[src/design/rv_isa_pkg.sv]
`default_nettype none

package rv_isa_pkg;

    localparam int XLEN       = 64;
    localparam int ILEN       = 32;
    localparam int REG_ADDR_W = 5;

    // Major opcodes
    localparam logic [6:0] OPC_LUI       = 7'b0110111;
    localparam logic [6:0] OPC_AUIPC     = 7'b0010111;
    localparam logic [6:0] OPC_JAL       = 7'b1101111;
    localparam logic [6:0] OPC_JALR      = 7'b1100111;
    localparam logic [6:0] OPC_BRANCH    = 7'b1100011;
    localparam logic [6:0] OPC_LOAD      = 7'b0000011;
    localparam logic [6:0] OPC_STORE     = 7'b0100011;
    localparam logic [6:0] OPC_OP_IMM    = 7'b0010011;
    localparam logic [6:0] OPC_OP_IMM_32 = 7'b0011011;
    localparam logic [6:0] OPC_OP        = 7'b0110011;
    localparam logic [6:0] OPC_OP_32     = 7'b0111011;

    localparam logic [6:0]      F7_ALT = 7'b0100000;     // SUB, SRA, SRAI
    localparam logic [ILEN-1:0] NOP    = 32'h0000_0013;  // addi x0, x0, 0

    typedef struct packed {
        logic [6:0]            funct7;
        logic [REG_ADDR_W-1:0] rs2;
        logic [REG_ADDR_W-1:0] rs1;
        logic [2:0]            funct3;
        logic [REG_ADDR_W-1:0] rd;
        logic [6:0]            opcode;
    } r_fmt_t;

    typedef struct packed {
        logic [11:0]           imm;
        logic [REG_ADDR_W-1:0] rs1;
        logic [2:0]            funct3;
        logic [REG_ADDR_W-1:0] rd;
        logic [6:0]            opcode;
    } i_fmt_t;

    // Also carries the B immediate bits
    typedef struct packed {
        logic [6:0]            imm_hi;
        logic [REG_ADDR_W-1:0] rs2;
        logic [REG_ADDR_W-1:0] rs1;
        logic [2:0]            funct3;
        logic [4:0]            imm_lo;
        logic [6:0]            opcode;
    } s_fmt_t;

    // Also carries the J immediate bits
    typedef struct packed {
        logic [19:0]           imm;
        logic [REG_ADDR_W-1:0] rd;
        logic [6:0]            opcode;
    } u_fmt_t;

    typedef union packed {
        r_fmt_t r_fmt;
        i_fmt_t i_fmt;
        s_fmt_t s_fmt;
        u_fmt_t u_fmt;
    } instr_u;

    typedef enum logic [3:0] {
        ALU_ADD, ALU_SUB, ALU_SLL, ALU_SLT, ALU_SLTU,
        ALU_XOR, ALU_SRL, ALU_SRA, ALU_OR, ALU_AND
    } alu_op_e;

    typedef enum logic [3:0] {
        CLS_ALU, CLS_LUI, CLS_AUIPC, CLS_JAL, CLS_JALR,
        CLS_BRANCH, CLS_LOAD, CLS_STORE, CLS_ILLEGAL
    } insn_class_e;

    typedef struct packed {
        insn_class_e           cls;
        alu_op_e               alu_op;
        logic [REG_ADDR_W-1:0] rd;
        logic [REG_ADDR_W-1:0] rs1;
        logic [REG_ADDR_W-1:0] rs2;
        logic [XLEN-1:0]       imm;      // Sign extended
        logic                  use_imm;  // Second operand is imm
        logic                  word_op;  // 32-bit W form
        logic [2:0]            funct3;
    } decoded_t;

endpackage

`default_nettype wire
[src/design/rv_regfile.sv]
`default_nettype none
`timescale 1ns/100ps

module rv_regfile (
    input  logic                              clk,
    input  logic                              reset,
    input  logic [rv_isa_pkg::REG_ADDR_W-1:0] rs1_i,
    input  logic [rv_isa_pkg::REG_ADDR_W-1:0] rs2_i,
    input  logic [rv_isa_pkg::REG_ADDR_W-1:0] rd_i,
    input  logic                              we_i,
    input  logic [rv_isa_pkg::XLEN-1:0]       wdata_i,
    output logic [rv_isa_pkg::XLEN-1:0]       rs1_data_o,
    output logic [rv_isa_pkg::XLEN-1:0]       rs2_data_o
);

    logic [rv_isa_pkg::XLEN-1:0] regs [32];

    always_ff @(posedge clk or negedge reset) begin
        if (!reset) begin
            for (int i = 0; i < 32; i++) begin
                regs[i] <= '0;
            end
        end else if (we_i && rd_i != '0) begin  // x0 never written, stays zero
            regs[rd_i] <= wdata_i;
        end
    end

    // Read ports, no bypass needed
    assign rs1_data_o = regs[rs1_i];
    assign rs2_data_o = regs[rs2_i];

endmodule

`default_nettype wire

[config.mk]
export PLATFORM = sky130hd
export DESIGN_NAME = rv_regfile
export DESIGN_NICKNAME = d
export VERILOG_FILES = /design/src/design/rv_isa_pkg.sv /design/src/design/rv_regfile.sv
export SDC_FILE = /design/constraint.sdc
export NUM_CORES = 2
export LEC_CHECK = 0
export BUFFER_PORTS_ARGS = -buffer_cell sky130_fd_sc_hd__buf_2
export CORE_MARGIN = 4
export CORE_UTILIZATION = 40
export CTS_CLUSTER_SIZE = 40
export DETAILED_ROUTE_END_ITERATION = 6
export PLACE_DENSITY = 0.56
export SLEW_MARGIN = 20
export SYNTH_ARGS = -nofsm -noshare
export SYNTH_HDL_FRONTEND = slang
export SYNTH_SLANG_ARGS = --single-unit
[constraint.sdc]
create_clock -name clk -period 2.5 [get_ports clk]
set_input_delay 0.25 -clock clk [delete_from_list [all_inputs] [get_ports clk]]
set_output_delay 0.25 -clock clk [all_outputs]
set_load 0.03 [all_outputs]
==> metrics <==
dpl cells=10100; First-pass DRT Iterations=5; antenna violations before repair=17; vias per inst=6.17; number of nets with antenna violations after routing=0; largest net degree at the start of global routing=95; syn nets=6594; clk sinks=2048; commonest non-fill, non-tap cell in the layout=dfrtp_1; Largest Register=regs; FF-to-FF Start=regs[19]$_DFFE_PN0P_; ratio of cells with drive above 1 in the final layout=0.661; critical path launch point type=flop; RSZ-0062 raised after global routing=yes; max_slew headroom=0.215; CTS tree=done; area of the multi-input gates=0.0549 sq mm; Max clock buf depth=4; Filler cells=22600; CP peak stage delay=490 ps; Register Area=0.0512 sq mm; clock skew=0 ps; DR DRC count=0; Core ar.=0.268 sq mm; min-delay src=rd_i[1]; slowest CP cell=mux4_2; Largest regs=regs (2048); TritonCTS buffer count=234; Rows=190; crit path DAT=2790 ps; Worst Hold Class=primary input to flop; Global Route Usage Sum=0.256; worst skew pair latency=870 ps; placed cell area=0.118 sq mm; FF-to-FF setup slack=1380 ps; Max Fclk=329 MHz; Cells on Worst Hold Path=3; max cap viols=0; hold worst-path end=regs[1584]$_DFFE_PN0P_; overall via count from detail_route=65900; commonest cells after routing, fill and taps aside=2048 x dfrtp_1, 2047 x mux2_2, 1145 x mux4_2, 434 x buf_4, 240 x buf_12; Top delay family on crit path=multiplexers; PD cells=802 mW/mm^2; R2R cell count=4; area delta synth->final=20.0%; status=finished with violations; Stages on worst setup path=4; dpl ws=-315 ps; Ports=210; Crit Path Category=flop to primary output; slew at the pin closest to its max-slew limit=1170 ps; buffer and inverter count on the worst path=1; Synth Register Bits=2048; clock root cell=clkbuf_16; fin crit share=1.22; initial drt markers=5070; die area=0.278 sq mm; die height=527 microns; CP max FO=3; failing checks=setup timing; Worst Setup End Kind=primary output; Final #Nets=7021; synthesized area=0.108 sq mm; Post-Synthesis Cells=6512; Hold WS=139 ps; Syn Area/Cell=16.5 sq um; number of flip-flops in the largest register=2048; worst-path cell chain=mux4_2 > mux4_2 > mux2_4 > buf_6; CP dominant cell by count=mux4_2; H-tree Lvls=4; wire per inst=33.4 microns; Post-Route WL=357000 microns; fin worst setup slack=-543 ps; CP required=2250 ps; Ys Warns=0; Congestion Overflow GR=0; # port buffers=209; final instance area=0.129 sq mm; max-slew violations=0; Seq/Total Area, Yosys=0.476; fin util=0.482; Reg clk slew, reported paths=60 ps; first-pass GRT wire length=522000 microns; final std cells w/o fill=10700; # setup viols final=128; count of cell types in the netlist=30; vias in the first global route=70600; final hold viol count=0; Pleak=55.7 nW; DPL Wire Length=215000 microns; Worst VDD drop=0.588 mV; Initial Util=0.402; die width=527 microns; reg2reg end=regs[19]$_DFFE_PN0P_; minimum clock period=3040 ps; Placer Congestion=0.796
[per-stage QoR]
step	total power, mW	setup TNS, ps
floorplan	59.3	0
global placement	65.9	-25270
detailed placement	66.7	-24420
CTS	104	-57790
global route	108	-60050
finish	104	-49660
[worst reg2reg max path, stage by stage (launching register included)]
cell	delay (ps)
dfrtp_1	400
buf_6	130
buf_4	120
buf_4	120
mux2_2	250
[synth_stat cells]
master | count | area (sq um)
a211o_1 | 9 | 78.8
a211oi_1 | 3 | 22.5
a21oi_1 | 9 | 45.0
a221o_1 | 26 | 260
a221oi_1 | 34 | 298
a22o_1 | 9 | 78.8
and2_0 | 2 | 12.5
and2_1 | 1 | 6.26
and3_1 | 6 | 37.5
buf_1 | 36 | 135
buf_2 | 218 | 1090
buf_4 | 27 | 203
buf_6 | 5 | 56.3
clkbuf_1 | 487 | 1830
dfrtp_1 | 2048 | 51200
inv_1 | 1 | 3.75
mux2_2 | 2151 | 24200
mux2i_1 | 144 | 1440
mux4_2 | 1145 | 25800
nand2_1 | 20 | 75.1
nand2b_1 | 5 | 31.3
nand3_1 | 6 | 30.0
nand4_1 | 2 | 12.5
nor2_1 | 27 | 101
nor2b_1 | 20 | 125
nor3_2 | 4 | 40.0
nor3b_1 | 1 | 7.51
o22a_1 | 3 | 26.3
o22ai_1 | 60 | 375
o31ai_1 | 3 | 22.5
[where the power goes]
| part | leakage [nW] | switching [mW] | internal (mW) |
|---|---|---|---|
| sequential | 26.3 | 4.68 | 39.5 |
| combinational | 25.6 | 9.36 | 14.9 |
| clock | 3.86 | 14.2 | 21.0 |
| total | 55.7 | 28.2 | 75.4 |
[layer usage]
layer | vias up | routed length, microns | GRT usage
met1 | 36900 | 156000 | 0.361
li1 | 26400 | - | -
met3 | 533 | 18500 | 0.0407
met4 | 4 | 10500 | 0.0692
met2 | 2039 | 172000 | 0.415
met5 | - | 26 | 0
[cells by family (layout without fill, tap and decap cells)]
kind of cell / after synthesis / in the layout / synth area share
AO/OA/AOI/OAI: 156 / 156 / 0.0112
multiplexers: 3440 / 3440 / 0.478
AND/OR/NAND/NOR: 94 / 94 / 0.00445
buffers and inverters: 774 / 1378 / 0.0308
other: 0 / 13 / 0
flip-flops: 2048 / 2048 / 0.476
[timing repair]
item,4_1_cts,5_1_grt
resized for setup,451,50
setup endpoints to repair,128,128
hold endpoints to repair,3025,0
hold buffers,66,0
pin swaps,52,22
setup buffers,92,28
[final cells by class]
cell class | count | area share
clock buffer | 347 | 0.0534
multi-input combinational | 3690 | 0.424
timing repair buffer | 964 | 0.0840
tap | 3552 | 0.0344
antenna | 13 | 0.000252
clock inverter | 66 | 0.00706
sequential | 2048 | 0.396
inverter | 1 | 0.0000484
[how the worst max path moves through the flow]
stage	from	end	slack [ps]
final	regs[852]$_DFFE_PN0P_	rs1_data_o[20]	-540
after global routing	regs[852]$_DFFE_PN0P_	rs1_data_o[20]	-590
after CTS	regs[852]$_DFFE_PN0P_	rs1_data_o[20]	-590
after detailed placement	rs2_i[0]	rs2_data_o[0]	-320
after global placement	rs2_i[0]	rs2_data_o[0]	-330
after floorplan	rs1_i[0]	rs1_data_o[0]	70
No activity file was read; power rests on OpenSTA's default activity.
