--- src/design/core_bus_pkg.sv ---
`default_nettype none

package core_bus_pkg;

    // Access size, funct3[1:0]
    localparam logic [1:0] SIZE_B = 2'b00;
    localparam logic [1:0] SIZE_H = 2'b01;
    localparam logic [1:0] SIZE_W = 2'b10;
    localparam logic [1:0] SIZE_D = 2'b11;

    localparam logic [63:0] RESET_PC = 64'h8000_0000;

    typedef struct packed {
        logic        valid;   // Held until done
        logic        write;
        logic [2:0]  funct3;  // Size and load sign
        logic [63:0] addr;
        logic [63:0] wdata;   // Low bytes, upper zero
    } mem_req_t;

    typedef struct packed {
        logic        done;    // One-cycle pulse
        logic [63:0] rdata;
    } mem_rsp_t;

endpackage

`default_nettype wire

--- src/design/rv_isa_pkg.sv ---
`default_nettype none

package rv_isa_pkg;

    localparam int XLEN       = 64;
    localparam int ILEN       = 32;
    localparam int REG_ADDR_W = 5;

    // Major opcodes
    localparam logic [6:0] OPC_LUI       = 7'b0110111;
    localparam logic [6:0] OPC_AUIPC     = 7'b0010111;
    localparam logic [6:0] OPC_JAL       = 7'b1101111;
    localparam logic [6:0] OPC_JALR      = 7'b1100111;
    localparam logic [6:0] OPC_BRANCH    = 7'b1100011;
    localparam logic [6:0] OPC_LOAD      = 7'b0000011;
    localparam logic [6:0] OPC_STORE     = 7'b0100011;
    localparam logic [6:0] OPC_OP_IMM    = 7'b0010011;
    localparam logic [6:0] OPC_OP_IMM_32 = 7'b0011011;
    localparam logic [6:0] OPC_OP        = 7'b0110011;
    localparam logic [6:0] OPC_OP_32     = 7'b0111011;

    localparam logic [6:0]      F7_ALT = 7'b0100000;     // SUB, SRA, SRAI
    localparam logic [ILEN-1:0] NOP    = 32'h0000_0013;  // addi x0, x0, 0

    typedef struct packed {
        logic [6:0]            funct7;
        logic [REG_ADDR_W-1:0] rs2;
        logic [REG_ADDR_W-1:0] rs1;
        logic [2:0]            funct3;
        logic [REG_ADDR_W-1:0] rd;
        logic [6:0]            opcode;
    } r_fmt_t;

    typedef struct packed {
        logic [11:0]           imm;
        logic [REG_ADDR_W-1:0] rs1;
        logic [2:0]            funct3;
        logic [REG_ADDR_W-1:0] rd;
        logic [6:0]            opcode;
    } i_fmt_t;

    // Also carries the B immediate bits
    typedef struct packed {
        logic [6:0]            imm_hi;
        logic [REG_ADDR_W-1:0] rs2;
        logic [REG_ADDR_W-1:0] rs1;
        logic [2:0]            funct3;
        logic [4:0]            imm_lo;
        logic [6:0]            opcode;
    } s_fmt_t;

    // Also carries the J immediate bits
    typedef struct packed {
        logic [19:0]           imm;
        logic [REG_ADDR_W-1:0] rd;
        logic [6:0]            opcode;
    } u_fmt_t;

    typedef union packed {
        r_fmt_t r_fmt;
        i_fmt_t i_fmt;
        s_fmt_t s_fmt;
        u_fmt_t u_fmt;
    } instr_u;

    typedef enum logic [3:0] {
        ALU_ADD, ALU_SUB, ALU_SLL, ALU_SLT, ALU_SLTU,
        ALU_XOR, ALU_SRL, ALU_SRA, ALU_OR, ALU_AND
    } alu_op_e;

    typedef enum logic [3:0] {
        CLS_ALU, CLS_LUI, CLS_AUIPC, CLS_JAL, CLS_JALR,
        CLS_BRANCH, CLS_LOAD, CLS_STORE, CLS_ILLEGAL
    } insn_class_e;

    typedef struct packed {
        insn_class_e           cls;
        alu_op_e               alu_op;
        logic [REG_ADDR_W-1:0] rd;
        logic [REG_ADDR_W-1:0] rs1;
        logic [REG_ADDR_W-1:0] rs2;
        logic [XLEN-1:0]       imm;      // Sign extended
        logic                  use_imm;  // Second operand is imm
        logic                  word_op;  // 32-bit W form
        logic [2:0]            funct3;
    } decoded_t;

endpackage

`default_nettype wire
--- src/design/rv_load_store.sv ---
`default_nettype none
`timescale 1ns/100ps

module rv_load_store (
    input  logic                        clk,
    input  logic                        reset,
    input  logic                        start_i,
    input  logic                        write_i,
    input  logic [2:0]                  funct3_i,
    input  logic [rv_isa_pkg::XLEN-1:0] addr_i,
    input  logic [rv_isa_pkg::XLEN-1:0] wdata_i,
    output logic                        busy_o,
    output logic                        load_done_o,
    output logic [rv_isa_pkg::XLEN-1:0] load_data_o,
    output core_bus_pkg::mem_req_t      bus_req_o,
    input  core_bus_pkg::mem_rsp_t      bus_rsp_i
);

    typedef enum logic {LS_IDLE, LS_WAIT} ls_state_e;

    ls_state_e                   state;
    logic                        write_q;
    logic [2:0]                  funct3_q;
    logic [rv_isa_pkg::XLEN-1:0] addr_q;
    logic [rv_isa_pkg::XLEN-1:0] wdata_q;
    logic                        sext;     // LB, LH, LW

    always_ff @(posedge clk or negedge reset) begin
        if (!reset) begin
            state <= LS_IDLE;
        end else begin
            case (state)
                LS_IDLE: if (start_i) state <= LS_WAIT;
                default: if (bus_rsp_i.done) state <= LS_IDLE;  // Valid drops next cycle
            endcase
        end
    end

    // Access held stable for the whole request
    always_ff @(posedge clk) begin
        if (start_i && state == LS_IDLE) begin
            write_q  <= write_i;
            funct3_q <= funct3_i;
            addr_q   <= addr_i;
            case (funct3_i[1:0])
                core_bus_pkg::SIZE_B: wdata_q <= {56'b0, wdata_i[7:0]};
                core_bus_pkg::SIZE_H: wdata_q <= {48'b0, wdata_i[15:0]};
                core_bus_pkg::SIZE_W: wdata_q <= {32'b0, wdata_i[31:0]};
                default:              wdata_q <= wdata_i;
            endcase
        end
    end

    assign busy_o      = (state == LS_WAIT);
    assign load_done_o = busy_o && bus_rsp_i.done && !write_q;
    assign bus_req_o   = '{valid: busy_o, write: write_q, funct3: funct3_q,
                           addr: addr_q, wdata: wdata_q};

    assign sext = !funct3_q[2];

    always_comb begin
        case (funct3_q[1:0])
            core_bus_pkg::SIZE_B:
                load_data_o = {{56{sext & bus_rsp_i.rdata[7]}}, bus_rsp_i.rdata[7:0]};
            core_bus_pkg::SIZE_H:
                load_data_o = {{48{sext & bus_rsp_i.rdata[15]}}, bus_rsp_i.rdata[15:0]};
            core_bus_pkg::SIZE_W:
                load_data_o = {{32{sext & bus_rsp_i.rdata[31]}}, bus_rsp_i.rdata[31:0]};
            default:
                load_data_o = bus_rsp_i.rdata;  // LD
        endcase
    end

endmodule

`default_nettype wire

--- config.mk ---
export PLATFORM = sky130hd
export DESIGN_NAME = rv_load_store
export DESIGN_NICKNAME = d
export VERILOG_FILES = /design/src/design/core_bus_pkg.sv /design/src/design/rv_isa_pkg.sv /design/src/design/rv_load_store.sv
export SDC_FILE = /design/constraint.sdc
export NUM_CORES = 1
export LEC_CHECK = 0
export BUFFER_PORTS_ARGS = -buffer_cell sky130_fd_sc_hd__buf_2
export CAP_MARGIN = 10
export CORE_AREA = 10 10 149 151
export CTS_BUF_LIST = sky130_fd_sc_hd__clkbuf_2 sky130_fd_sc_hd__clkbuf_4 sky130_fd_sc_hd__clkbuf_8
export DETAILED_ROUTE_END_ITERATION = 10
export DIE_AREA = 0 0 159 161
export PLACE_DENSITY = 0.68
export SLEW_MARGIN = 15
export SYNTH_ARGS = -nofsm -noshare
export SYNTH_HDL_FRONTEND = slang
export SYNTH_SLANG_ARGS = --single-unit
--- constraint.sdc ---
create_clock -name clk -period 9.9 [get_ports clk]
set_input_delay 1.485 -clock clk [delete_from_list [all_inputs] [get_ports clk]]
set_output_delay 1.485 -clock clk [all_outputs]
set_load 0.02 [all_outputs]
==> results.yml, run 1 <==
run_status:
  outcome: "finished, final reports clean"
timing:
  finalSetupTns_ns: 0
  hold_viol_final: 0
  fin_ws_ns: 5.76
  rsz0062_at_grt: "no"
  worst_pin_slew_ns: 0.895
  slew_viol_final: 0
  fin_crit_sh: 0.418
  fmax_mhz: 242
  max_slew_margin: 0.403
  finClkSkew_ns: 0.00656
  setup_viol: 0
  period_minus_slack_ns: 4.14
worst_setup_path:
  r2r_cells: 2
  worstReg2RegEnd: "wdata_q[22]"
  critPathLaunch: "bus_rsp_i[7]"
  setup.worst_path.end: "load_data_o[62]"
  r2r_setup_slack_ns: 8.02
  path_max_fanout: 32
  critPathCaptureType: "output pin"
  cp.required_ns: 8.42
  worst-setup-path-type: "primary input to output pin"
  r2r-start: "busy_o"
  crit_arrival_ns: 2.65
  cp-start-kind: "primary input"
global_route:
  antenna_found_initial: 5
  grt_usage: 0.150
  grt.overflow.total: 0
  grt_max_degree: 71
  grt_pass1_vias: 4735
  grt_pass1_wl_um: 29700
synth:
  syn_nets: 555
  ys_ff_latch: 133
  synth_top_cells_by_count: "132 x edfxtp_1, 32 x and3_1, 32 x nand3_1, 32 x o211ai_1, 25 x nand2_1"
  ys_seq_area_frac: 0.757
  avgSynthCellArea_sq_um: 14.8
  synth_top_cell_area_share: 0.753
  synth_cells: 355
  ys.flop_type: "edfxtp_1"
  yosysMostFrequentCell: "edfxtp_1"
  ys_types: 21
  synthesis.area_sq_mm: 0.00527
  ys_top_cells_by_area: "edfxtp_1 75%, o211ai_1 4.6%, and3_1 3.8%"
  synthArstFlopShare: 0.00752
  synth_edf_count: 132
  synth.largest_area_cell: "edfxtp_1"
  ys.warnings.count: 0
power:
  p_per_area_mw_per_mm2: 183
  p_leak_nw: 3.55
  ir_drop_uv: 101
clock_tree:
  cts_tree: "yes"
  clock_path_buffers: 2
  cts_hold_buffers: 0
  cts_resized: 0
  postCtsSetupBuffers: 0
  insertion_delay_ns: 0.44
  root_buffer: "clkbuf_8"
  h-tree-depth: 4
  cts.sinks: 133
  clkTransAtPathRegs_ns: 0.08
  numCtsBuffers: 17
final_layout:
  multiInputGateArea_sq_mm: 0.00105
  fin_nets: 921
  final_core_util: 0.406
  regArea_sq_mm: 0.00399
  drive_gt1_frac: 0.580
  fillers: 1850
  final_cells: 1003
  areaGrowthSynthToFinish_pct: 48.0
placed_design:
  portBuffers: 384
  dp.cells: 966
  hpwl_um: 15900
  place_congestion: 0.754
  preCtsSetupSlack_ns: 5.44
detailed_routing:
  wl_um: 20000
  wl_per_cell_um: 19.9
  antenna_left: 0
  post-route-drc-count: 0
  firstDrtPassIters: 5
  drtIter0Drc: 316
  via_count: 4398
  vias_per_cell: 4.38
die:
  ioPinCount: 399
  die_h_um: 161
  rows: 51
  start_util: 0.274
  coreArea_sq_mm: 0.0192
  dieArea_sq_mm: 0.0256
  die_width_um: 159
job:
  max_cap_violations: 0
worst_hold_path:
  hold_path_class: "flop to flop"
-- placed cells by master (no fill, tap or decap), types with 2 or more instances in the layout --
cell	n
and2_1	16
and3_1	32
buf_2	384
buf_4	6
bufinv_16	2
clkbuf_8	17
clkinvlp_4	2
diode_2	4
edfxtp_1	132
inv_6	6
inv_8	3
nand2_1	25
nand3_1	32
nor2_1	2
nor2b_1	8
o211ai_1	32
o21ai_0	18
o21ai_1	6
-- through the flow --
stage          total power [mW]  cell area, sq um  hold slack (ns)
4_1_cts                    1.44              7750            0.621
5_1_grt                    1.49              7790            0.676
6_report                   1.42              7790            0.612
3_3_place_gp              0.953              7340            0.590
2_1_floorplan             0.853              5270            0.657
3_5_place_dp              0.958              7340            0.596
-- final cells by class --
cell class	count	share of cell area
Timing Repair Buffer	391	0.256
Inverter	1	0.000482
Sequential cell	133	0.512
Clock inverter	15	0.0234
Tap cell	265	0.0425
Clock buffer	17	0.0300
Antenna cell	4	0.00128
Multi-Input combinational cell	177	0.134
-- where the power goes --
part | switching (mW) | internal (mW) | total [mW]
sequential | 0.0107 | 0.670 | 0.681
combinational | 0.174 | 0.0878 | 0.261
clock | 0.247 | 0.235 | 0.482
-- registers in the layout, indices dropped and copies added (netlist names) --
| name | count |
|---|---|
| wdata_q | 64 |
| busy_o | 1 |
| write_q | 1 |
| funct3_q | 3 |
| addr_q | 64 |
-- metal layers --
layer | vias to the layer above | share of wire | wire, um | GRT usage
met5 | - | 0.00035 | 7 | 0
met4 | 2 | 0.019 | 370 | 0.0552
met3 | 20 | 0.13 | 2540 | 0.0862
met2 | 273 | 0.52 | 10300 | 0.264
met1 | 2039 | 0.34 | 6760 | 0.144
li1 | 2064 | - | - | -
-- how the worst min path moves through the flow --
stage / start / end / slack (ns) / cells past startpoint
6_report: busy_o / busy_o / 0.61 / 1
2_1_floorplan: busy_o / busy_o / 0.66 / 1
4_1_cts: busy_o / busy_o / 0.62 / 1
5_1_grt: busy_o / busy_o / 0.68 / 1
3_5_place_dp: busy_o / busy_o / 0.60 / 1
3_3_place_gp: busy_o / busy_o / 0.59 / 1
-- worst max-delay path: stages --
cell and delay, ns:
buf_2 0.12, mux2i_4 0.49, buf_16 0.24, o211ai_1 0.11, buf_2 0.19
-- cells by family (layout without fill, tap and decap cells) --
group / after synthesis / count (layout) / share of synthesized area
simple gates: 119 / 119 / 0.123
other cells: 0 / 4 / 0
buf+inv: 45 / 424 / 0.0475
compound gates: 57 / 57 / 0.0699
flops: 133 / 133 / 0.757
mux: 1 / 1 / 0.00190
(Power assumes the default switching activity.)
==> inputs of run 2 (changes only) <==
CORE_AREA = 10 10 146 148   (was 10 10 149 151)
DIE_AREA = 0 0 156 158   (was 0 0 159 161)
PLACE_DENSITY = 0.72   (was 0.68)
clock period = 3.43 ns   (was 9.9 ns; I/O delays follow)
==> results.yml, run 2 (same netlist as run 1, synthesis figures left out) <==
timing:
  fmax_mhz: 364
  setup_viol: 0
  hold_viol_final: 0
  slew_viol_final: 0
  fin_crit_sh: 0.801
  worst_pin_slew_ns: 0.724
  finClkSkew_ns: 0.0174
  period_minus_slack_ns: 2.75
  finalSetupTns_ns: 0
  fin_ws_ns: 0.681
  rsz0062_at_grt: "no"
  max_slew_margin: 0.517
worst_setup_path:
  max_stage_delay_ns: 0.40
  crit_arrival_ns: 2.23
  cp.required_ns: 2.92
  worst-setup-path-type: "flop to output pin"
  critPathSlowestCell: "buf_4"
  critPathCaptureType: "output pin"
  critPathTopFamily: "buffers and inverters"
  critical_path_buf_inv_count: 3
  path_cells: "buf_4 -> mux2i_4 -> buf_4 -> o211ai_1 -> buf_2"
  cp-start-kind: "flop"
  path_max_fanout: 48
  cp_common_cell: "buf_4"
detailed_routing:
  antenna_left: 0
  wl_um: 19800
  firstDrtPassIters: 4
  post-route-drc-count: 0
  wl_per_cell_um: 20.4
  drtIter0Drc: 147
  via_count: 4379
  vias_per_cell: 4.51
final_layout:
  largestRegisters: "addr_q x64, wdata_q x64, funct3_q x3"
  fin_nets: 922
  final_cell_mix: "384 x buf_2, 132 x edfxtp_1, 32 x and3_1, 32 x nand3_1, 32 x o211ai_1"
  fillers: 1781
  drive_gt1_frac: 0.580
  mostFrequentLayoutCell: "buf_2"
  regArea_sq_mm: 0.00399
  multiInputGateArea_sq_mm: 0.00105
  areaGrowthSynthToFinish_pct: 46.4
  final_core_util: 0.418
  final_cells: 971
die:
  dieArea_sq_mm: 0.0246
  coreArea_sq_mm: 0.0185
  rows: 50
  die_h_um: 158
  start_util: 0.285
  ioPinCount: 399
  die_width_um: 156
clock_tree:
  insertion_delay_ns: 0.43
  cts.sinks: 133
  cts_resized: 0
  root_buffer: "clkbuf_8"
  numCtsBuffers: 17
  cts_tree: "yes"
  clkTransAtPathRegs_ns: 0.09
  postCtsSetupBuffers: 0
  clock_path_buffers: 2
  h-tree-depth: 4
  cts_hold_buffers: 1
placed_design:
  preCtsSetupSlack_ns: 1.08
  hpwl_um: 15800
  portBuffers: 384
  place_congestion: 0.795
  dp.cells: 936
global_route:
  grt_pass1_vias: 4535
  antenna_found_initial: 5
  grt.overflow.total: 0
  grt_pass1_wl_um: 27900
  grt_max_degree: 134
  grt_usage: 0.151
job:
  max_cap_violations: 0
worst_hold_path:
  hold_path_class: "primary input to flop"
power:
  ir_drop_uv: 430
  p_per_area_mw_per_mm2: 513
  p_leak_nw: 3.54
run_status:
  outcome: "finished, final reports clean"
-- run 2: cell types whose count changed in the layout (fill, tap and decap cells not counted), sizes merged --
| cell | before | now |
|---|---|---|
| clkinvlp | 2 | 1 |
| diode | 4 | 2 |
| dlygate4sd3 | 0 | 1 |
| clkbuf | 17 | 20 |
| bufinv | 2 | 0 |
-- run 2: layout make-up --
class / instances / area share
inverters: 1 / 0.000487
clock inverters: 12 / 0.0136
diodes: 2 / 0.000649
flip-flops and latches: 133 / 0.517
multi-input cells: 177 / 0.136
repair buffers: 392 / 0.259
well taps: 234 / 0.0380
clock buffers: 20 / 0.0349
-- run 2: power breakdown --
part / switching [mW] / leakage (nW) / total, mW / internal [mW]
combinational: 0.504 / 2.08 / 0.757 / 0.253
sequential: 0.0310 / 1.27 / 1.96 / 1.93
clock: 0.659 / 0.193 / 1.23 / 0.573
-- run 2: path summary, 6_finish.rpt --
kind                              from              end  slack (ns)  depth (start not counted)
max                        funct3_q[0]  load_data_o[57]        0.68                          5
min                          addr_i[3]        addr_q[3]        0.26                          1
max reg2reg                     busy_o      wdata_q[30]        1.81                          2
min reg2reg                     busy_o           busy_o        0.64                          1
max in group asynchronous        reset           busy_o        2.97                          2
min in group asynchronous        reset           busy_o        0.37                          2
-- run 2: per-layer routing --
layer  vias up  GRT usage  wire (um)
met3        24     0.0925       2790
li1       2066          -          -
met5         -          0         39
met1      2013      0.137       6410
met4         6     0.0544        321
met2       270      0.271      10300
-- run 2: metrics by stage --
step / area (sq um) / hold slack (ns) / power, mW
floorplan: 5270 / 0.219 / 2.44
detailed placement: 7320 / 0.295 / 2.77
global route: 7710 / 0.207 / 4.14
global placement: 7320 / 0.292 / 2.75
CTS: 7700 / 0.216 / 4.02
finish: 7710 / 0.255 / 3.95
==> inputs of run 3 (changes only) <==
ABC_AREA = 1   (was default)
PLACE_DENSITY = 0.73   (was 0.72)
clock period = 2.4 ns   (was 3.43 ns; I/O delays follow)
==> results.yml, run 3 <==
global_route:
  grt.overflow.total: 0
  grt_usage: 0.145
  grt_pass1_vias: 4699
  grt_max_degree: 68
  grt_pass1_wl_um: 27100
  antenna_found_initial: 8
placed_design:
  dp.cells: 1001
  place_area_sq_mm: 0.00744
  hpwl_um: 15400
  place_congestion: 0.804
  portBuffers: 384
synth:
  synth_edf_count: 132
  synthesis.area_sq_mm: 0.00539
  ys_ff_latch: 133
  ys_types: 17
  avgSynthCellArea_sq_um: 13.0
  synth_top_cell_area_share: 0.736
  synth_cells: 414
  ys_seq_area_frac: 0.740
  ys.flop_type: "edfxtp_1"
  yosysMostFrequentCell: "edfxtp_1"
  syn_nets: 614
  synth.largest_area_cell: "edfxtp_1"
  synth_top_cells_by_count: "132 x edfxtp_1, 59 x inv_1, 45 x nor2_1"
  ys_top_cells_by_area: "edfxtp_1 74%, inv_1 4.1%, nand4_1 3.7%"
  synthArstFlopShare: 0.00752
  ys.warnings.count: 0
final_layout:
  mostFrequentLayoutCell: "buf_2"
  final_cells: 1039
  areaGrowthSynthToFinish_pct: 46.4
  final_core_util: 0.428
  final_area_sq_mm: 0.00789
  fillers: 1778
  largestRegisters: "addr_q x64, wdata_q x64, funct3_q x3"
  final_cell_mix: "384 x buf_2, 132 x edfxtp_1, 59 x inv_1, 44 x nand2_1, 44 x nor2_1"
  multiInputGateArea_sq_um: 907
  fin_nets: 987
  drive_gt1_frac: 0.553
  regArea_sq_mm: 0.00399
worst_setup_path:
  critPathTopFamily: "flip-flops"
  cp.required_ns: 2.04
  worst-setup-path-type: "flop to output pin"
  path_cells: "nor2_2 -> nand3_2 -> buf_6 -> nand4_1 -> buf_2"
  max_stage_delay_ns: 0.48
  critPathCaptureType: "output pin"
  crit_arrival_ns: 1.83
  critPathSlowestCell: "edfxtp_1"
  cp-start-kind: "flop"
  critical_path_buf_inv_count: 2
  path_max_fanout: 50
timing:
  period_minus_slack_ns: 2.19
  rsz0062_at_grt: "no"
  slew_viol_final: 0
  max_slew_margin: 0.666
  hold_viol_final: 0
  setup_viol: 0
  fin_crit_sh: 0.914
  fmax_mhz: 456
  finClkSkew_ns: 0.0105
  worst_pin_slew_ns: 0.499
die:
  start_util: 0.292
  die_h_um: 158
  ioPinCount: 399
  rows: 50
  coreArea_sq_mm: 0.0185
  dieArea_sq_mm: 0.0246
  die_width_um: 156
detailed_routing:
  wl_um: 19200
  drtIter0Drc: 267
  antenna_left: 0
  vias_per_cell: 4.39
  post-route-drc-count: 0
  firstDrtPassIters: 4
  wl_per_cell_um: 18.4
  via_count: 4566
power:
  p_leak_nw: 3.99
  ir_drop_uv: 508
  p_total_mw: 5.80
  p_per_area_mw_per_mm2: 735
clock_tree:
  clock_path_buffers: 2
  root_buffer: "clkbuf_8"
  postCtsSetupBuffers: 0
  numCtsBuffers: 17
  insertion_delay_ns: 0.43
  cts_tree: "yes"
  h-tree-depth: 4
  cts.sinks: 133
  clkTransAtPathRegs_ns: 0.09
run_status:
  outcome: "finished, final reports clean"
worst_hold_path:
  hold_path_class: "primary input to flop"
job:
  max_cap_violations: 0
-- run 3: logic make-up after synthesis --
logic type | Yosys count | synth area share
simple gates | 172 | 0.157
flops | 133 | 0.740
buf+inv | 100 | 0.0938
compound gates | 9 | 0.00882
-- run 3: power by group --
group | leakage, nW | internal [mW] | switching, mW | total (mW)
logic | 2.52 | 0.348 | 0.671 | 1.02
clock network | 0.216 | 0.976 | 1.02 | 1.99
registers | 1.26 | 2.74 | 0.0446 | 2.79
total | 3.99 | 4.07 | 1.73 | 5.80
-- run 3: what timing repair did --
item                                   4_1_cts  5_1_grt
endpoints found under the hold margin        1        0
gates resized for setup                      0        1
setup endpoints to repair                    0        9
hold buffers                                 1        0
-- run 3: layer usage --
metal  share of wire  routed length [um]  global-route usage
met5          0.0027                  51                   0
met3            0.14                2730              0.0874
met4           0.030                 570              0.0625
met1            0.33                6330               0.136
met2            0.49                9470               0.251
-- run 3: worst register-to-register path, cell delays in order, from the launching register on --
cell and delay, ns:
dfrtp_2 0.45, nor2_4 0.16, buf_12 0.33
-- run 3: worst paths after layout --
path / from / to / slack, ns / cells past startpoint
max in group asynchronous: reset / busy_o / 2.07 / 2
hold reg to reg: busy_o / busy_o / 0.59 / 1
setup / recovery: funct3_q[0] / load_data_o[43] / 0.21 / 5
min in group asynchronous: reset / busy_o / 0.23 / 2
hold / removal: addr_i[49] / addr_q[49] / 0.09 / 1
setup reg to reg: busy_o / addr_q[39] / 1.06 / 2
-- run 3: cell type report --
cell class	instances	area share
Multi-Input combinational cell	181	0.115
Clock buffer	17	0.0297
Tap cell	234	0.0371
Antenna cell	5	0.00159
Sequential cell	133	0.506
Timing Repair Buffer	394	0.259
Inverter	60	0.0285
Clock inverter	15	0.0238
-- run 3: per-stage QoR --
step,worst slack [ns],hold WS (ns),TNS [ns]
final,0.206,0.0924,0
after global routing,0.0569,0.0424,0
after CTS,0.0819,0.0581,0
after detailed placement,0.582,0.141,0
after global placement,0.647,0.142,0
after floorplan,-0.461,0.0644,-60.81
