**config.mk**
```make
export PLATFORM = sky130hd
export DESIGN_NAME = rv_decoder
export DESIGN_NICKNAME = d
export VERILOG_FILES = /design/src/design/rv_isa_pkg.sv /design/src/design/rv_decoder.sv
export SDC_FILE = /design/constraint.sdc
export NUM_CORES = 1
export LEC_CHECK = 0
export BUFFER_PORTS_ARGS = -buffer_cell sky130_fd_sc_hd__buf_2
export CAP_MARGIN = 20
export CORE_MARGIN = 4
export CORE_UTILIZATION = 30
export DETAILED_ROUTE_END_ITERATION = 10
export PLACE_DENSITY_LB_ADDON = 0.08
export RECOVER_POWER = 25
export SLEW_MARGIN = 20
export SYNTH_ARGS = -nofsm -noshare
export SYNTH_HDL_FRONTEND = slang
export SYNTH_SLANG_ARGS = --single-unit
```
**constraint.sdc**
```tcl
create_clock -name vclk -period 2.25
set_clock_uncertainty 0.05 [all_clocks]
set_input_delay 0.225 -clock vclk [all_inputs]
set_output_delay 0.225 -clock vclk [all_outputs]
set_load 0.02 [all_outputs]
```
**src/design/rv_isa_pkg.sv**
```systemverilog
`default_nettype none

package rv_isa_pkg;

    localparam int XLEN       = 64;
    localparam int ILEN       = 32;
    localparam int REG_ADDR_W = 5;

    // Major opcodes
    localparam logic [6:0] OPC_LUI       = 7'b0110111;
    localparam logic [6:0] OPC_AUIPC     = 7'b0010111;
    localparam logic [6:0] OPC_JAL       = 7'b1101111;
    localparam logic [6:0] OPC_JALR      = 7'b1100111;
    localparam logic [6:0] OPC_BRANCH    = 7'b1100011;
    localparam logic [6:0] OPC_LOAD      = 7'b0000011;
    localparam logic [6:0] OPC_STORE     = 7'b0100011;
    localparam logic [6:0] OPC_OP_IMM    = 7'b0010011;
    localparam logic [6:0] OPC_OP_IMM_32 = 7'b0011011;
    localparam logic [6:0] OPC_OP        = 7'b0110011;
    localparam logic [6:0] OPC_OP_32     = 7'b0111011;

    localparam logic [6:0]      F7_ALT = 7'b0100000;     // SUB, SRA, SRAI
    localparam logic [ILEN-1:0] NOP    = 32'h0000_0013;  // addi x0, x0, 0

    typedef struct packed {
        logic [6:0]            funct7;
        logic [REG_ADDR_W-1:0] rs2;
        logic [REG_ADDR_W-1:0] rs1;
        logic [2:0]            funct3;
        logic [REG_ADDR_W-1:0] rd;
        logic [6:0]            opcode;
    } r_fmt_t;

    typedef struct packed {
        logic [11:0]           imm;
        logic [REG_ADDR_W-1:0] rs1;
        logic [2:0]            funct3;
        logic [REG_ADDR_W-1:0] rd;
        logic [6:0]            opcode;
    } i_fmt_t;

    // Also carries the B immediate bits
    typedef struct packed {
        logic [6:0]            imm_hi;
        logic [REG_ADDR_W-1:0] rs2;
        logic [REG_ADDR_W-1:0] rs1;
        logic [2:0]            funct3;
        logic [4:0]            imm_lo;
        logic [6:0]            opcode;
    } s_fmt_t;

    // Also carries the J immediate bits
    typedef struct packed {
        logic [19:0]           imm;
        logic [REG_ADDR_W-1:0] rd;
        logic [6:0]            opcode;
    } u_fmt_t;

    typedef union packed {
        r_fmt_t r_fmt;
        i_fmt_t i_fmt;
        s_fmt_t s_fmt;
        u_fmt_t u_fmt;
    } instr_u;

    typedef enum logic [3:0] {
        ALU_ADD, ALU_SUB, ALU_SLL, ALU_SLT, ALU_SLTU,
        ALU_XOR, ALU_SRL, ALU_SRA, ALU_OR, ALU_AND
    } alu_op_e;

    typedef enum logic [3:0] {
        CLS_ALU, CLS_LUI, CLS_AUIPC, CLS_JAL, CLS_JALR,
        CLS_BRANCH, CLS_LOAD, CLS_STORE, CLS_ILLEGAL
    } insn_class_e;

    typedef struct packed {
        insn_class_e           cls;
        alu_op_e               alu_op;
        logic [REG_ADDR_W-1:0] rd;
        logic [REG_ADDR_W-1:0] rs1;
        logic [REG_ADDR_W-1:0] rs2;
        logic [XLEN-1:0]       imm;      // Sign extended
        logic                  use_imm;  // Second operand is imm
        logic                  word_op;  // 32-bit W form
        logic [2:0]            funct3;
    } decoded_t;

endpackage

`default_nettype wire
```
**src/design/rv_decoder.sv**
```systemverilog
`default_nettype none
`timescale 1ns/100ps

module rv_decoder (
    input  rv_isa_pkg::instr_u   instr_i,
    output rv_isa_pkg::decoded_t dec_o
);

    logic [6:0]  opcode;
    logic [2:0]  funct3;
    logic [6:0]  funct7;
    logic        alt;    // SUB or arithmetic shift
    logic [63:0] imm_i;
    logic [63:0] imm_s;
    logic [63:0] imm_b;
    logic [63:0] imm_u;
    logic [63:0] imm_j;

    assign opcode = instr_i.r_fmt.opcode;
    assign funct3 = instr_i.r_fmt.funct3;
    assign funct7 = instr_i.r_fmt.funct7;

    // SLLI/SRLI/SRAI on RV64 use bit 25 as shamt[5]
    assign alt = (opcode == rv_isa_pkg::OPC_OP_IMM) ? (funct7[6:1] == rv_isa_pkg::F7_ALT[6:1])
                                                    : (funct7 == rv_isa_pkg::F7_ALT);

    assign imm_i = {{52{instr_i.i_fmt.imm[11]}}, instr_i.i_fmt.imm};
    assign imm_s = {{52{instr_i.s_fmt.imm_hi[6]}}, instr_i.s_fmt.imm_hi, instr_i.s_fmt.imm_lo};
    assign imm_b = {{52{instr_i.s_fmt.imm_hi[6]}}, instr_i.s_fmt.imm_lo[0],
                    instr_i.s_fmt.imm_hi[5:0], instr_i.s_fmt.imm_lo[4:1], 1'b0};
    assign imm_u = {{32{instr_i.u_fmt.imm[19]}}, instr_i.u_fmt.imm, 12'b0};
    assign imm_j = {{44{instr_i.u_fmt.imm[19]}}, instr_i.u_fmt.imm[7:0],
                    instr_i.u_fmt.imm[8], instr_i.u_fmt.imm[18:9], 1'b0};

    always_comb begin
        dec_o        = '0;
        dec_o.cls    = rv_isa_pkg::CLS_ILLEGAL;  // Unknown word runs as NOP
        dec_o.alu_op = rv_isa_pkg::ALU_ADD;      // Address and link adds
        dec_o.rd     = instr_i.r_fmt.rd;
        dec_o.rs1    = instr_i.r_fmt.rs1;
        dec_o.rs2    = instr_i.r_fmt.rs2;
        dec_o.funct3 = funct3;
        case (opcode)
            rv_isa_pkg::OPC_LUI: begin
                dec_o.cls = rv_isa_pkg::CLS_LUI;
                dec_o.imm = imm_u;
            end
            rv_isa_pkg::OPC_AUIPC: begin
                dec_o.cls     = rv_isa_pkg::CLS_AUIPC;
                dec_o.imm     = imm_u;
                dec_o.use_imm = 1'b1;
            end
            rv_isa_pkg::OPC_JAL: begin
                dec_o.cls     = rv_isa_pkg::CLS_JAL;
                dec_o.imm     = imm_j;
                dec_o.use_imm = 1'b1;
            end
            rv_isa_pkg::OPC_JALR: begin
                if (funct3 == 3'b000) dec_o.cls = rv_isa_pkg::CLS_JALR;
                dec_o.imm     = imm_i;
                dec_o.use_imm = 1'b1;
            end
            rv_isa_pkg::OPC_BRANCH: begin
                if (funct3[2:1] != 2'b01) dec_o.cls = rv_isa_pkg::CLS_BRANCH;  // No 010/011
                dec_o.imm = imm_b;
            end
            rv_isa_pkg::OPC_LOAD: begin
                if (funct3 != 3'b111) dec_o.cls = rv_isa_pkg::CLS_LOAD;
                dec_o.imm     = imm_i;
                dec_o.use_imm = 1'b1;
            end
            rv_isa_pkg::OPC_STORE: begin
                if (!funct3[2]) dec_o.cls = rv_isa_pkg::CLS_STORE;
                dec_o.imm     = imm_s;
                dec_o.use_imm = 1'b1;
            end
            rv_isa_pkg::OPC_OP_IMM, rv_isa_pkg::OPC_OP_IMM_32,
            rv_isa_pkg::OPC_OP, rv_isa_pkg::OPC_OP_32: begin
                dec_o.cls     = rv_isa_pkg::CLS_ALU;
                dec_o.imm     = imm_i;
                dec_o.use_imm = !opcode[5];  // Bit 5 marks register form
                dec_o.word_op = opcode[3];   // Bit 3 marks W form
                case (funct3)
                    3'b000:  dec_o.alu_op = (alt && opcode[5]) ? rv_isa_pkg::ALU_SUB
                                                               : rv_isa_pkg::ALU_ADD;
                    3'b001:  dec_o.alu_op = rv_isa_pkg::ALU_SLL;
                    3'b010:  dec_o.alu_op = rv_isa_pkg::ALU_SLT;
                    3'b011:  dec_o.alu_op = rv_isa_pkg::ALU_SLTU;
                    3'b100:  dec_o.alu_op = rv_isa_pkg::ALU_XOR;
                    3'b101:  dec_o.alu_op = alt ? rv_isa_pkg::ALU_SRA : rv_isa_pkg::ALU_SRL;
                    3'b110:  dec_o.alu_op = rv_isa_pkg::ALU_OR;
                    default: dec_o.alu_op = rv_isa_pkg::ALU_AND;
                endcase
                // W forms only have add, sub and shifts
                if (opcode[3] && !(funct3 inside {3'b000, 3'b001, 3'b101}))
                    dec_o.cls = rv_isa_pkg::CLS_ILLEGAL;
            end
            default: ;
        endcase
    end

endmodule

`default_nettype wire

```
==> metrics.csv, run 1 <==
stage,metric,value,unit
outcome,status,finished clean,
layout,n_clock_buffer,0,
sta,rsz0062_at_grt,false,
synthesis,yosysMostFrequentCell,buf_4,
global_route,grt_pass1_wl,6020,µm
hold_path,holdCritPathClass,primary input to output pin,
layout,regArea,0,µm²
global_route,grt_pass1_vias,1191,
place,dp_hpwl,3490,µm
drt,drtIter0Drc,30,
pwr,p_sw_share,66.5,%
sta,hold_violations,0,
worst_setup_path,required,1.98,ns
worst_setup_path,path_max_fanout,16,
global_route,grt_max_degree,34,
drt,vias,1405,
layout,n_antenna_cell,0,
pwr,powerDensity,177,nW/µm²
worst_setup_path,cp-end-kind,output pin,
sta,final.period_utilization,89.0,%
clock_tree,cts_hold_buffers,0,
worst_setup_path,critical_path_class,primary input to output pin,
synthesis,syn-cell-area,1290,µm²
layout,syn_to_final_growth,17.9,%
synthesis,yosysTopAreaCell,buf_4,
drt,vias_per_cell,4.76,
synthesis,ys_types,51,
floorplan,rows,23,
synthesis,synth_area_leaders,"buf_4 31%, a21o_1 11%, and2_1 3.9%",
drt,drc_errors,0,
synthesis,synthCells,179,
layout,drive_gt1_share,49.8,%
sta,worst_pin_slew,0.744,ns
sta,min_period,2.00,ns
place,port_buffers,124,
pwr,finalPower,269,µW
flow_run,drv_cap,0,
sta,max_freq,0.499,GHz
floorplan,fp.dieW,73.5,µm
layout,seq_cells,0,
place,globalplace.congestion,0.811,
floorplan,start_util,31.5,%
pwr,p_leak,0.000968,µW
drt,totalWireLength,4190,µm
synthesis,synth_top_cells_by_count,"54 x buf_4, 19 x a21o_1, 9 x nand2_1",
global_route,grt_usage,13.5,%
clock_tree,postCtsSetupRepairBufs,0,
synthesis,synth_fp_nets,211,
floorplan,ios,124,
sta,slew_headroom,50.3,%
sta,final.setup.tns,0,ns
drt,ant_nets,0,
pwr,power.share.clock,0,%
global_route,grt_overflow,0,
worst_setup_path,arrival,1.73,ns
sta,slew_viol_final,0,
floorplan,core,4090,µm²
pwr,switchingPower,179,µW
synthesis,yosys_warnings,0,
pwr,comb_power_share,100.0,%
worst_setup_path,critPathLaunchType,primary input,
pwr,pwr-share-seq,0,%
pwr,vdd_drop_max,75.0,µV
drt,avgRoutedWirePerCell,14.2,µm
layout,nFillCells,472,
global_route,antenna_found_initial,0,
floorplan,dieArea,5410,µm²
layout,nNetsFinal,279,
synthesis,syn-mean-instance-area,7.20,µm²
synthesis,netlist.area_leader.share,31.5,%
pwr,intPower,90.2,µW
sta,setup_viol,0,
clock_tree,postCtsResizedCells,0,
synthesis,yosysSeqAreaShare,0,%
drt,firstDrtPassIters,4,
floorplan,die_y,73.5,µm
-- stage by stage --
| step | util, % | area [µm²] | worst slack, ns | hold WS [ns] | std cells |
|---|---|---|---|---|---|
| floorplan | - | 1290 | 0.0661 | 0.513 | 179 |
| global placement | 38.0 | 1550 | 0.287 | 0.637 | 295 |
| detailed placement | 38.0 | 1550 | 0.223 | 0.639 | 295 |
| CTS | 38.0 | 1550 | 0.214 | 0.639 | 295 |
| global route | 37.2 | 1520 | 0.108 | 0.670 | 295 |
| finish | 37.2 | 1520 | 0.247 | 0.663 | 295 |
-- layout by cell type, fill, tap and decap left out, types with 2 or more instances in the layout --
cell type / netlist / final
o21a_1: 3 / 3
a21oi_1: 5 / 5
nand3_1: 7 / 7
nand2_1: 9 / 9
nand2b_1: 2 / 2
o21bai_1: 2 / 2
nor2_1: 7 / 8
o21ai_0: 3 / 3
buf_2: 4 / 103
inv_1: 3 / 3
and2_1: 8 / 8
a21o_1: 19 / 19
nor3_1: 4 / 4
nand4b_1: 1 / 2
buf_4: 54 / 4
nand2_2: 3 / 3
nor4b_1: 3 / 3
a21oi_2: 2 / 2
mux2i_1: 2 / 2
a22o_1: 5 / 5
clkbuf_1: 2 / 21
-- cells by family after synthesis --
group                  synth area share [%]
AO/OA/AOI/OAI                          33.6
AND/OR/NAND/NOR                        28.5
multiplexers                           1.55
XOR/XNOR                              0.680
buffers and inverters                  35.6
-- power by group through the flow --
stage / Combinational (µW) / Sequential, µW / Clock (µW)
after floorplan: 220 / 0 / 0
after global placement: 278 / 0 / 0
after detailed placement: 277 / 0 / 0
after CTS: 278 / 0 / 0
after global routing: 291 / 0 / 0
final: 269 / 0 / 0
-- path summary, 6_finish.rpt --
kind	slack (ns)	start	cells after the start	endpoint
worst max-delay path	0.25	instr_i[6]	5	dec_o[32]
worst min-delay path	0.66	instr_i[11]	2	dec_o[83]
-- routing by layer --
| layer | part of all wire (%) | GRT usage [%] | up-vias |
|---|---|---|---|
| li1 | - | - | 718 |
| met1 | 44 | 18.5 | 630 |
| met2 | 48 | 24.4 | 57 |
| met3 | 7.9 | 0.410 | 0 |
| met4 | 0 | 0.402 | 0 |
| met5 | 0 | 0 | - |
-- cell type report --
type,count,area (µm²),area share [%]
Multi-Input combinational cell,114,821,54.0
Timing Repair Buffer,128,624,41.1
Tap cell,50,62.6,4.12
Inverter,3,11.3,0.741
-- critical path, stage by stage --
cell	delay (ns)
buf_2	0.29
mux2i_1	0.23
a211oi_2	0.68
a21o_1	0.14
buf_2	0.16
Power figures use the tool's default switching activity.
==> run 2, diff against run 1 <==
==> constraint.sdc (replaced) <==
create_clock -name vclk -period 2.4
set_clock_uncertainty 0.05 [all_clocks]
set_input_delay 0.24 -clock vclk [all_inputs]
set_output_delay 0.24 -clock vclk [all_outputs]
set_load 0.02 [all_outputs]
==> metrics.csv, run 2 (same netlist as run 1, synthesis figures left out) <==
stage,metric,value,unit,change
drt,drc_errors,0,,unchanged
sta,worst_pin_slew,0.724,ns,was 0.744 ns
clock_tree,cts_hold_buffers,0,,unchanged
sta,hold_slack,0.693,ns,was 0.663 ns
floorplan,fp.dieW,73.5,µm,unchanged
worst_setup_path,required,2.11,ns,was 1.98 ns
sta,rsz0062_at_grt,false,,unchanged
worst_setup_path,crit_family,compound AO/OA/AOI/OAI gates,,unchanged
drt,totalWireLength,4130,µm,was 4190 µm
place,dp_hpwl,3470,µm,was 3490 µm
clock_tree,postCtsResizedCells,0,,unchanged
layout,drive_gt1_share,50.2,%,was 49.8%
drt,drtIter0Drc,41,,was 30
flow_run,drv_cap,0,,unchanged
floorplan,rows,23,,unchanged
worst_setup_path,crit_top_cell,buf_2,,unchanged
sta,min_period,2.01,ns,
layout,seq_cells,0,,unchanged
floorplan,start_util,31.5,%,unchanged
sta,slew_viol_final,0,,unchanged
layout,syn_to_final_growth,18.0,%,was 17.9%
sta,max_freq,0.498,GHz,
layout,nNetsFinal,279,,unchanged
hold_path,holdCritPathClass,primary input to output pin,,unchanged
floorplan,dieArea,5410,µm²,unchanged
drt,vias_per_cell,4.82,,was 4.76
sta,final.period_utilization,83.6,%,
worst_setup_path,critPathSlowestCell,a211oi_2,,unchanged
worst_setup_path,path_max_fanout,16,,unchanged
sta,setup_viol,0,,unchanged
worst_setup_path,critPathMaxStageDelay,0.66,ns,was 0.68 ns
clock_tree,postCtsSetupRepairBufs,0,,unchanged
floorplan,core,4090,µm²,unchanged
global_route,grt_max_degree,34,,unchanged
floorplan,die_y,73.5,µm,unchanged
sta,hold_violations,0,,unchanged
worst_setup_path,critPathLaunchType,primary input,,unchanged
worst_setup_path,cp.buffers_inverters,2,,unchanged
worst_setup_path,critical_path_class,primary input to output pin,,unchanged
sta,slew_headroom,51.6,%,was 50.3%
worst_setup_path,arrival,1.72,ns,was 1.73 ns
floorplan,ios,124,,unchanged
layout,nFillCells,460,,was 472
layout,mostFrequentLayoutCells,"104 x buf_2, 20 x clkbuf_1, 19 x a21o_1",,"was 103 x buf_2, 21 x clkbuf_1, 19 x a21o_1"
pwr,p_leak,0.000973,µW,was 0.000968 µW
layout,regArea,0,µm²,unchanged
global_route,grt_usage,13.7,%,was 13.5%
global_route,antenna_found_initial,0,,unchanged
drt,ant_nets,0,,unchanged
drt,avgRoutedWirePerCell,14.0,µm,was 14.2 µm
drt,firstDrtPassIters,4,,unchanged
layout,final_common_cell,buf_2,,unchanged
global_route,grt_pass1_wl,6140,µm,was 6020 µm
outcome,status,finished clean,,unchanged
drt,vias,1421,,was 1405
place,globalplace.congestion,0.757,,was 0.811
pwr,vdd_drop_max,67.2,µV,was 75.0 µV
worst_setup_path,cp-end-kind,output pin,,unchanged
layout,n_antenna_cell,0,,unchanged
place,port_buffers,124,,unchanged
sta,final.setup.tns,0,ns,unchanged
pwr,powerDensity,166,nW/µm²,was 177 nW/µm²
global_route,grt_overflow,0,,unchanged
worst_setup_path,crit_path_cell_trace,"buf_2, mux2i_1, a211oi_2, a21o_1, buf_2",,unchanged
global_route,grt_pass1_vias,1185,,was 1191
layout,n_clock_buffer,0,,unchanged
[run 2: cell count changes in the layout (fill, tap and decap cells not counted)]
cell	change
buf_2	+1
clkbuf_1	-1
[run 2: stage by stage]
step	utilization [%]	std cells	setup WS (ns)	instance area, µm²	power (µW)
final	37.2	295	0.393	1520	252
after global placement	38.0	295	0.409	1550	261
after detailed placement	38.0	295	0.376	1550	259
after global routing	37.2	295	0.256	1520	274
after floorplan	-	179	0.186	1290	206
after CTS	38.0	295	0.369	1550	260
[run 2: final timing paths]
check / start / endpoint / depth (start not counted)
setup / recovery: instr_i[6] / dec_o[32] / 5
hold / removal: instr_i[18] / dec_o[77] / 2
[run 2: report_power, final]
part | internal [µW] | switching (µW) | leakage [µW]
combinational | 84.7 | 167 | 0.000973
sequential | 0 | 0 | 0
clock | 0 | 0 | 0
[run 2: area by class of cell]
class,instances,area [µm²],share of cell area [%]
inverters,3,11.3,0.741
well taps,50,62.6,4.12
repair buffers,128,626,41.2
multi-input cells,114,821,54.0
[run 2: layer usage]
metal	global-route usage, %	vias up	wire length (µm)
li1	-	721	-
met1	19.0	629	1680
met2	24.9	71	2070
met3	0.410	0	388
met4	0	0	0
met5	0	-	0
==> run 3, diff against run 2 <==
==> constraint.sdc (replaced) <==
create_clock -name vclk -period 1.85
set_clock_uncertainty 0.05 [all_clocks]
set_input_delay 0.185 -clock vclk [all_inputs]
set_output_delay 0.185 -clock vclk [all_outputs]
set_load 0.02 [all_outputs]
==> metrics.csv, run 3 (same netlist as run 1, synthesis figures left out) <==
stage,metric,value,unit,change
outcome,status,finished clean,,unchanged
pwr,finalPower,351,µW,was 252 µW
sta,slew_viol_final,0,,unchanged
worst_setup_path,cp.buffers_inverters,2,,unchanged
layout,syn_to_final_growth,27.3,%,was 18.0%
global_route,grt_max_degree,34,,unchanged
layout,final_common_cell,buf_2,,unchanged
hold_path,holdPathStages,2,,unchanged
sta,max_freq,0.561,GHz,
pwr,vdd_drop_max,60.4,µV,was 67.2 µV
worst_setup_path,cp-end-kind,output pin,,unchanged
place,globalplace.congestion,0.790,,was 0.757
drt,vias_per_cell,4.74,,was 4.82
drt,avgRoutedWirePerCell,14.2,µm,was 14.0 µm
sta,worst_pin_slew,0.609,ns,was 0.724 ns
drt,firstDrtPassIters,4,,unchanged
worst_setup_path,cp-startpoint,instr_i[3],,was instr_i[6]
drt,ant_nets,0,,unchanged
worst_setup_path,critPathSlowestCell,nand4bb_1,,was a211oi_2
worst_setup_path,crit_family,simple AND/OR/NAND/NOR gates,,was compound AO/OA/AOI/OAI gates
hold_path,holdCritPathClass,primary input to output pin,,unchanged
layout,n_antenna_cell,0,,unchanged
sta,slew_headroom,59.4,%,was 51.6%
floorplan,die_y,73.5,µm,unchanged
global_route,antenna_found_initial,0,,unchanged
layout,drive_gt1_share,53.9,%,was 50.2%
pwr,powerDensity,214,nW/µm²,was 166 nW/µm²
worst_setup_path,path_max_fanout,12,,was 16
layout,nFillCells,463,,was 460
place,port_buffers,124,,unchanged
place,dp_hpwl,3450,µm,was 3470 µm
worst_setup_path,arrival,1.55,ns,was 1.72 ns
sta,setup_viol,0,,unchanged
global_route,grt_overflow,0,,unchanged
global_route,grt_pass1_wl,6260,µm,was 6140 µm
worst_setup_path,required,1.62,ns,was 2.11 ns
layout,seq_cells,0,,unchanged
floorplan,ios,124,,unchanged
flow_run,drv_cap,0,,unchanged
layout,regArea,0,µm²,unchanged
hold_path,holdPathEnd,dec_o[81],,was dec_o[77]
worst_setup_path,critPathLaunchType,primary input,,unchanged
layout,nNetsFinal,290,,was 279
place,dpl_worst_slack,-0.0398,ns,was 0.376 ns
sta,rsz0062_at_grt,true,,was false
worst_setup_path,critPathMaxStageDelay,0.36,ns,was 0.66 ns
hold_path,hold_start,instr_i[9],,was instr_i[18]
clock_tree,postCtsSetupRepairBufs,0,,unchanged
layout,multi_input_area,862,µm²,was 821 µm²
global_route,grt_pass1_vias,1260,,was 1185
sta,worst_slack,0.0668,ns,was 0.393 ns
pwr,p_leak,0.00104,µW,was 0.000973 µW
worst_setup_path,critical_path_class,primary input to output pin,,unchanged
worst_setup_path,crit_path_cell_trace,"buf_2, nand4bb_1, nor3_2, o21ai_0, o2111ai_1, buf_2",,"was buf_2, mux2i_1, a211oi_2, a21o_1, buf_2"
sta,hold_violations,0,,unchanged
sta,min_period,1.78,ns,
global_route,grt_usage,13.8,%,was 13.7%
layout,mostFrequentLayoutCells,"104 x buf_2, 19 x a21o_1, 19 x clkbuf_1",,"was 104 x buf_2, 20 x clkbuf_1, 19 x a21o_1"
drt,drtIter0Drc,92,,was 41
floorplan,rows,23,,unchanged
floorplan,core,4090,µm²,unchanged
floorplan,start_util,31.5,%,unchanged
floorplan,dieArea,5410,µm²,unchanged
floorplan,fp.dieW,73.5,µm,unchanged
sta,final.period_utilization,96.4,%,
worst_setup_path,crit_top_cell,buf_2,,unchanged
layout,final_util,40.1,%,was 37.2%
drt,totalWireLength,4330,µm,was 4130 µm
drt,vias,1450,,was 1421
layout,n_clock_buffer,0,,unchanged
drt,drc_errors,0,,unchanged
## run 3: final cells by class
cell class                      instances  area share (%)
Multi-Input combinational cell        115            52.6
Timing Repair Buffer                  138            42.9
Inverter                                3           0.687
Tap cell                               50            3.81
## run 3: power by group
part	switching, µW	internal, µW	total (µW)
clock	0	0	0
sequential	0	0	0
combinational	226	125	351
## run 3: through the flow
| stage | setup TNS, ns | cells | hold WS (ns) | instance area (µm²) |
|---|---|---|---|---|
| 2_1_floorplan | 0 | 179 | 0.433 | 1290 |
| 3_3_place_gp | 0 | 305 | 0.557 | 1630 |
| 3_5_place_dp | -1.25 | 305 | 0.555 | 1630 |
| 4_1_cts | 0 | 305 | 0.556 | 1640 |
| 5_1_grt | -0.00114 | 306 | 0.592 | 1640 |
| 6_report | 0 | 306 | 0.580 | 1640 |
## run 3: worst max-delay path by stage
stage	to	depth (start not counted)	slack (ns)
5_1_grt	dec_o[91]	6	-0.001
3_3_place_gp	dec_o[29]	6	0.002
4_1_cts	dec_o[66]	6	0.07
2_1_floorplan	dec_o[37]	5	0.06
3_5_place_dp	dec_o[31]	6	-0.04
6_report	dec_o[91]	6	0.07
## run 3: routing by layer
layer / vias up / global-route usage (%) / wire length, µm / part of all wire, %
li1: 740 / - / - / -
met1: 641 / 20.2 / 1970 / 45
met2: 69 / 23.9 / 2050 / 47
met3: 0 / 0.274 / 315 / 7.3
met4: 0 / 0 / 0 / 0
met5: - / 0 / 0 / 0
## run 3: timing repair
action | in CTS | in global routing
setup endpoints to repair | 44 | 45
resized for setup | 2 | 3
hold buffers | 0 | 0
cloned | 0 | 1
pin swaps | 0 | 2
